==> config.mk <==
export PLATFORM = sky130hd
export DESIGN_NAME = window_scan
export DESIGN_NICKNAME = d
export VERILOG_FILES = /design/src/verilog/stream_buffer_pkg.sv /design/src/verilog/window_scan.sv
export SDC_FILE = /design/constraint.sdc
export NUM_CORES = 1
export LEC_CHECK = 0
export BUFFER_PORTS_ARGS = -buffer_cell sky130_fd_sc_hd__buf_2
export CAP_MARGIN = 20
export CORE_ASPECT_RATIO = 0.9
export CORE_MARGIN = 2
export CORE_UTILIZATION = 55
export CTS_CLUSTER_DIAMETER = 60
export DETAILED_ROUTE_END_ITERATION = 8
export PLACE_DENSITY = 0.82
export SLEW_MARGIN = 20
export SYNTH_ARGS = -nofsm -noshare
export SYNTH_HDL_FRONTEND = slang
export SYNTH_SLANG_ARGS = --single-unit
==> constraint.sdc <==
create_clock -name clk -period 3.35 [get_ports clk]
set_input_delay 0.335 -clock clk [delete_from_list [all_inputs] [get_ports clk]]
set_output_delay 0.335 -clock clk [all_outputs]
set_load 0.005 [all_outputs]
==> src/verilog/stream_buffer_pkg.sv <==
`default_nettype none

package stream_buffer_pkg;

	// ****************************************
	// Widths and depths.
	// ****************************************

	localparam int DATA_W = 16; // Feature word.
	localparam int ADDR_W = 14; // Bank holds 2**ADDR_W words.
	localparam int POS_W  = 8;  // One scan counter.

	// Cycles from read address to data at the bank output.
	localparam int READ_LATENCY = 3;

	// ****************************************
	// Types.
	// ****************************************

	typedef logic [DATA_W-1:0] feat_t;
	typedef logic [ADDR_W-1:0] addr_t;
	typedef logic [POS_W-1:0]  pos_cnt_t;

	// One bank write request.
	typedef struct packed {
		logic  en;
		addr_t addr;
		feat_t data;
	} wr_port_t;

	// Window is outermost, offset runs fastest.
	typedef struct packed {
		pos_cnt_t window;
		pos_cnt_t channel;
		pos_cnt_t offset;
	} scan_pos_t;

endpackage

`default_nettype wire
==> src/verilog/window_scan.sv <==
`default_nettype none

module window_scan #(
	parameter int LINE_LEN       = 4,
	parameter int CHANNELS       = 3,
	parameter int NUM_WINDOWS    = 5,
	parameter int CHANNEL_STRIDE = 4,
	parameter int WINDOW_STRIDE  = 6
) (
	input  wire                          clk,
	input  wire                          i_reset,
	input  wire                          i_start,
	output stream_buffer_pkg::addr_t     o_addr,
	output logic                         o_active,
	output logic                         o_last,
	output stream_buffer_pkg::scan_pos_t o_pos
);

	import stream_buffer_pkg::*;

	localparam pos_cnt_t LAST_OFFSET  = pos_cnt_t'(LINE_LEN - 1);
	localparam pos_cnt_t LAST_CHANNEL = pos_cnt_t'(CHANNELS - 1);
	localparam pos_cnt_t LAST_WINDOW  = pos_cnt_t'(NUM_WINDOWS - 1);
	localparam addr_t    CH_STEP      = addr_t'(CHANNEL_STRIDE);
	localparam addr_t    WIN_STEP     = addr_t'(WINDOW_STRIDE);

	scan_pos_t pos;
	addr_t     win_base;  // window * WINDOW_STRIDE.
	addr_t     ch_base;   // channel * CHANNEL_STRIDE.
	logic      run;
	logic      finished;
	logic      end_of_line;
	logic      end_of_window;
	logic      end_of_scan;

	assign end_of_line   = (pos.offset == LAST_OFFSET);
	assign end_of_window = end_of_line && (pos.channel == LAST_CHANNEL);
	assign end_of_scan   = end_of_window && (pos.window == LAST_WINDOW);

	// ****************************************
	// Run control.
	// ****************************************

	// One scan per reset.
	always_ff @(posedge clk) begin
		if (i_reset) begin
			run      <= 1'b0;
			finished <= 1'b0;
		end else if (run) begin
			if (end_of_scan) begin
				run      <= 1'b0;
				finished <= 1'b1;
			end
		end else if (i_start && !finished) begin
			run <= 1'b1;
		end
	end

	// ****************************************
	// Position counters.
	// ****************************************

	always_ff @(posedge clk) begin
		if (i_reset) begin
			pos      <= '0;
			win_base <= '0;
			ch_base  <= '0;
		end else if (run) begin
			if (end_of_scan) begin
				pos      <= '0;  // Park at the origin.
				win_base <= '0;
				ch_base  <= '0;
			end else if (end_of_window) begin
				pos.window  <= pos.window + 1'b1;
				pos.channel <= '0;
				pos.offset  <= '0;
				win_base    <= win_base + WIN_STEP;
				ch_base     <= '0;
			end else if (end_of_line) begin
				pos.channel <= pos.channel + 1'b1;
				pos.offset  <= '0;
				ch_base     <= ch_base + CH_STEP;
			end else begin
				pos.offset <= pos.offset + 1'b1;
			end
		end
	end

	assign o_addr   = win_base + ch_base + addr_t'(pos.offset);
	assign o_active = run;
	assign o_last   = run && end_of_scan;  // Last position.
	assign o_pos    = pos;

endmodule

`default_nettype wire

==> impl_metrics.py <==
metrics = {
    "routing": {
        "drt_pass1_iterations": 6,
        "wire_per_inst_um": 15.3,
        "vias": 2711,
        "wl_um": 7160,
        "drc_errors": 0,
        "final_antenna_net_count": 0,
        "drt_iter0_drc": 145,
        "viasPerCell": 5.78,
    },
    "timing": {
        "final.setup.tns_ns": 0,
        "slew_headroom_pct": 56.5,
        "hold_viol": 0,
        "period_share_pct": 95.4,
        "setup_ws_ns": 0.155,
        "tightestPinTransition_ns": 0.645,
        "min_period_ns": 3.20,
        "rsz0062_at_grt": "false",
        "skew_ns": 0.00556,
        "finalMaxSlewViolations": 0,
        "clock.fmax_mhz": 313,
        "setup_violations": 0,
    },
    "setup_path": {
        "worstRegToRegCells": 6,
        "end_kind": "output port",
        "slowest_delay_ns": 0.45,
        "crit_fanout": 4,
        "path_cells": "fa_1 > ha_1 > o21a_1 > o21ai_0 > o2bb2ai_1 > or2_2 > o311ai_0 > buf_2",
        "slowest_stage": "fa_1",
        "cp_data_required_time_ns": 3.01,
        "reg2reg_slack_ns": 0.83,
        "crit_arrival_ns": 2.86,
        "r2r_end": "ch_base[11]",
        "r2r-start": "o_pos[1]",
        "cp_top_family": "compound AO/OA/AOI/OAI gates",
        "worstSetupStartpointType": "flip-flop",
        "critPathBufInv": 1,
        "worstSetupPathType": "reg2out",
    },
    "power": {
        "swShare_pct": 23.0,
        "power.total_uw": 998,
        "pwr-share-seq_pct": 61.8,
        "p_switching_uw": 229,
        "p_clk_share_pct": 34.8,
        "power_per_cell_area_nw_per_um2": 283,
        "leakagePower_nw": 1.49,
        "p_int_uw": 769,
        "ir_worst_vdd_uv": 283,
        "pwr-share-comb_pct": 3.4,
    },
    "global_routing": {
        "grt_usage_pct": 22.7,
        "grt_max_degree": 24,
        "antenna_found_initial": 0,
        "grt_pass1_wl_um": 12100,
        "grt-ovfl-total": 0,
        "grt_pass1_vias": 2586,
    },
    "floorplanning": {
        "fp-row-count": 26,
        "die_h_um": 76.3,
        "io_pins": 43,
        "start_util_pct": 56.7,
        "die_w_um": 84.3,
        "die-area_um2": 6430,
        "core_um2": 5630,
    },
    "logic_synthesis": {
        "avgSynthCellArea_um2": 8.85,
        "synthTopCellsByCount": "dfxtp_1 (51), nor2_1 (46), xnor2_1 (35), nand2_1 (26), ha_1 (25)",
        "synth-async-reset-ratio_pct": 0,
        "syn_inst": 361,
        "synth.area.top_cells": "dfxtp_1 (32%), ha_1 (9.8%), xnor2_1 (9.6%)",
        "synth_top_area_share_pct": 32.0,
        "synth-edff-count": 0,
        "yosys.cell_types.count": 46,
        "yosysWarnings": 0,
        "yosys.cell_count.top_type": "dfxtp_1",
        "ys_seq_area_share_pct": 32.0,
        "synth_nets": 396,
        "netlist_area_um2": 3190,
        "yosysTopAreaCell": "dfxtp_1",
        "ys_ff_latch": 51,
        "synthFlopType": "dfxtp_1",
    },
    "clocking": {
        "clk_pin_slew_worst_paths_ns": 0.09,
        "cts_made_buffers": 5,
        "clock_latency_ns": 0.30,
        "cts_tree": "done",
        "clockRootBuffer": "clkbuf_8",
        "htree_levels": 2,
        "clock_sinks": 51,
        "cts_setup_buffers": 0,
        "clock_path_buffers": 2,
    },
    "final_layout": {
        "drive_gt1_share_pct": 18.5,
        "area_growth_pct": 10.5,
        "n_antenna_cell": 0,
        "fin_nets": 433,
    },
    "flow_run": {
        "cap_violations": 0,
    },
    "outcome": {
        "run_status": "complete, no violations",
    },
    "placement": {
        "dp_hpwl_um": 5240,
        "io_buffers": 42,
        "pre_cts_ws_ns": 0.195,
        "gp_congestion": 0.828,
    },
    "min_path": {
        "worstHoldPathCells": 3,
        "hold_start": "i_start",
        "hold_class": "in2reg",
        "hold_end": "o_active",
    },
}
power groups by stage:
stage	Sequential (mW)	Clock (mW)	Combinational, mW
floorplan	0.628	0	0.0262
global route	0.618	0.374	0.0376
CTS	0.617	0.352	0.0338
detailed placement	0.631	0	0.0333
global placement	0.631	0	0.0327
finish	0.617	0.347	0.0340
sequential cells by signal (all words and copies together), names as in the netlist:
register  cells
finished      1
ch_base      12
win_base     13
o_active      1
o_pos        24
worst reg2reg max path, cell delays in order (launching register included):
cell	delay [ns]
dfxtp_1	0.49
ha_1	0.30
nor4b_4	0.34
and3_1	0.55
a21o_1	0.52
a211o_1	0.18
nand2_1	0.05
logic make-up (layout without fill, tap and decap cells):
logic type	after synthesis	count (layout)	synth area share (%)
mux	2	2	0.627
xor+xnor	51	51	14.0
other cells	1	1	0.117
simple gates	158	158	27.1
compound gates	38	38	7.60
fa+ha+maj	32	32	14.2
buf+inv	28	66	4.39
flops	51	51	32.0
worst max-delay path by stage:
stage	startpoint	endpoint	slack, ns	cells past startpoint
final	win_base[6]	o_addr[12]	0.15	8
after CTS	o_pos[3]	o_addr[12]	0.04	8
after floorplan	o_pos[2]	o_addr[13]	0.65	7
after global routing	o_pos[2]	o_addr[13]	0.02	8
after detailed placement	o_pos[2]	o_addr[13]	0.20	8
after global placement	o_pos[2]	o_addr[13]	0.25	8
cell type report:
cell class	instances	area [um2]
clock buffer	7	76.3
clock inverter	1	5.00
fill	502	2100
inverter	12	45.0
multi-input combinational	282	2040
sequential	51	1030
tap	70	87.6
timing repair buffer	46	240
metrics by stage:
stage / hold slack (ns) / util (%) / cell area [um2] / std cells
5_1_grt: 0.293 / 62.7 / 3530 / 469
3_3_place_gp: 0.456 / 60.9 / 3430 / 461
3_5_place_dp: 0.467 / 60.9 / 3430 / 461
2_1_floorplan: 0.440 / - / 3190 / 361
4_1_cts: 0.275 / 62.4 / 3510 / 469
6_report: 0.269 / 62.7 / 3530 / 469
metal layers:
layer | vias to the layer above | global-route usage (%) | share of wire (%)
li1 | 1325 | - | -
met5 | - | 0 | 0
met2 | 65 | 37.1 | 48
met1 | 1302 | 29.3 | 45
met4 | 0 | 8.87 | 2.3
met3 | 19 | 4.77 | 4.3
placed cells by master (no fill, tap or decap), types with 2 or more instances in the layout:
cell type,n
dfxtp_1,45
a21oi_1,15
dfxtp_2,6
nand4_1,13
o2bb2ai_1,2
ha_1,25
nand3_1,12
nor4_1,10
o21ai_0,5
nand2b_1,5
buf_4,4
fa_1,7
buf_2,42
or2_2,2
nand2_1,26
o21a_1,3
xor2_1,16
nor2_1,46
clkbuf_8,5
and4_1,2
xnor2_1,35
a21o_1,2
and3_1,5
o311ai_0,2
mux2i_1,2
o21ai_1,2
nor3_2,2
nor3_1,18
nor4_2,5
nor4b_1,2
inv_1,12
clkbuf_1,2
and2_1,3
timing repair:
item | in CTS | in global routing
hold buffers | 0 | 0
pin swaps | 0 | 1
setup endpoints to repair | 2 | 3
gates resized for setup | 3 | 8
No activity file was read; power rests on OpenSTA's default activity.
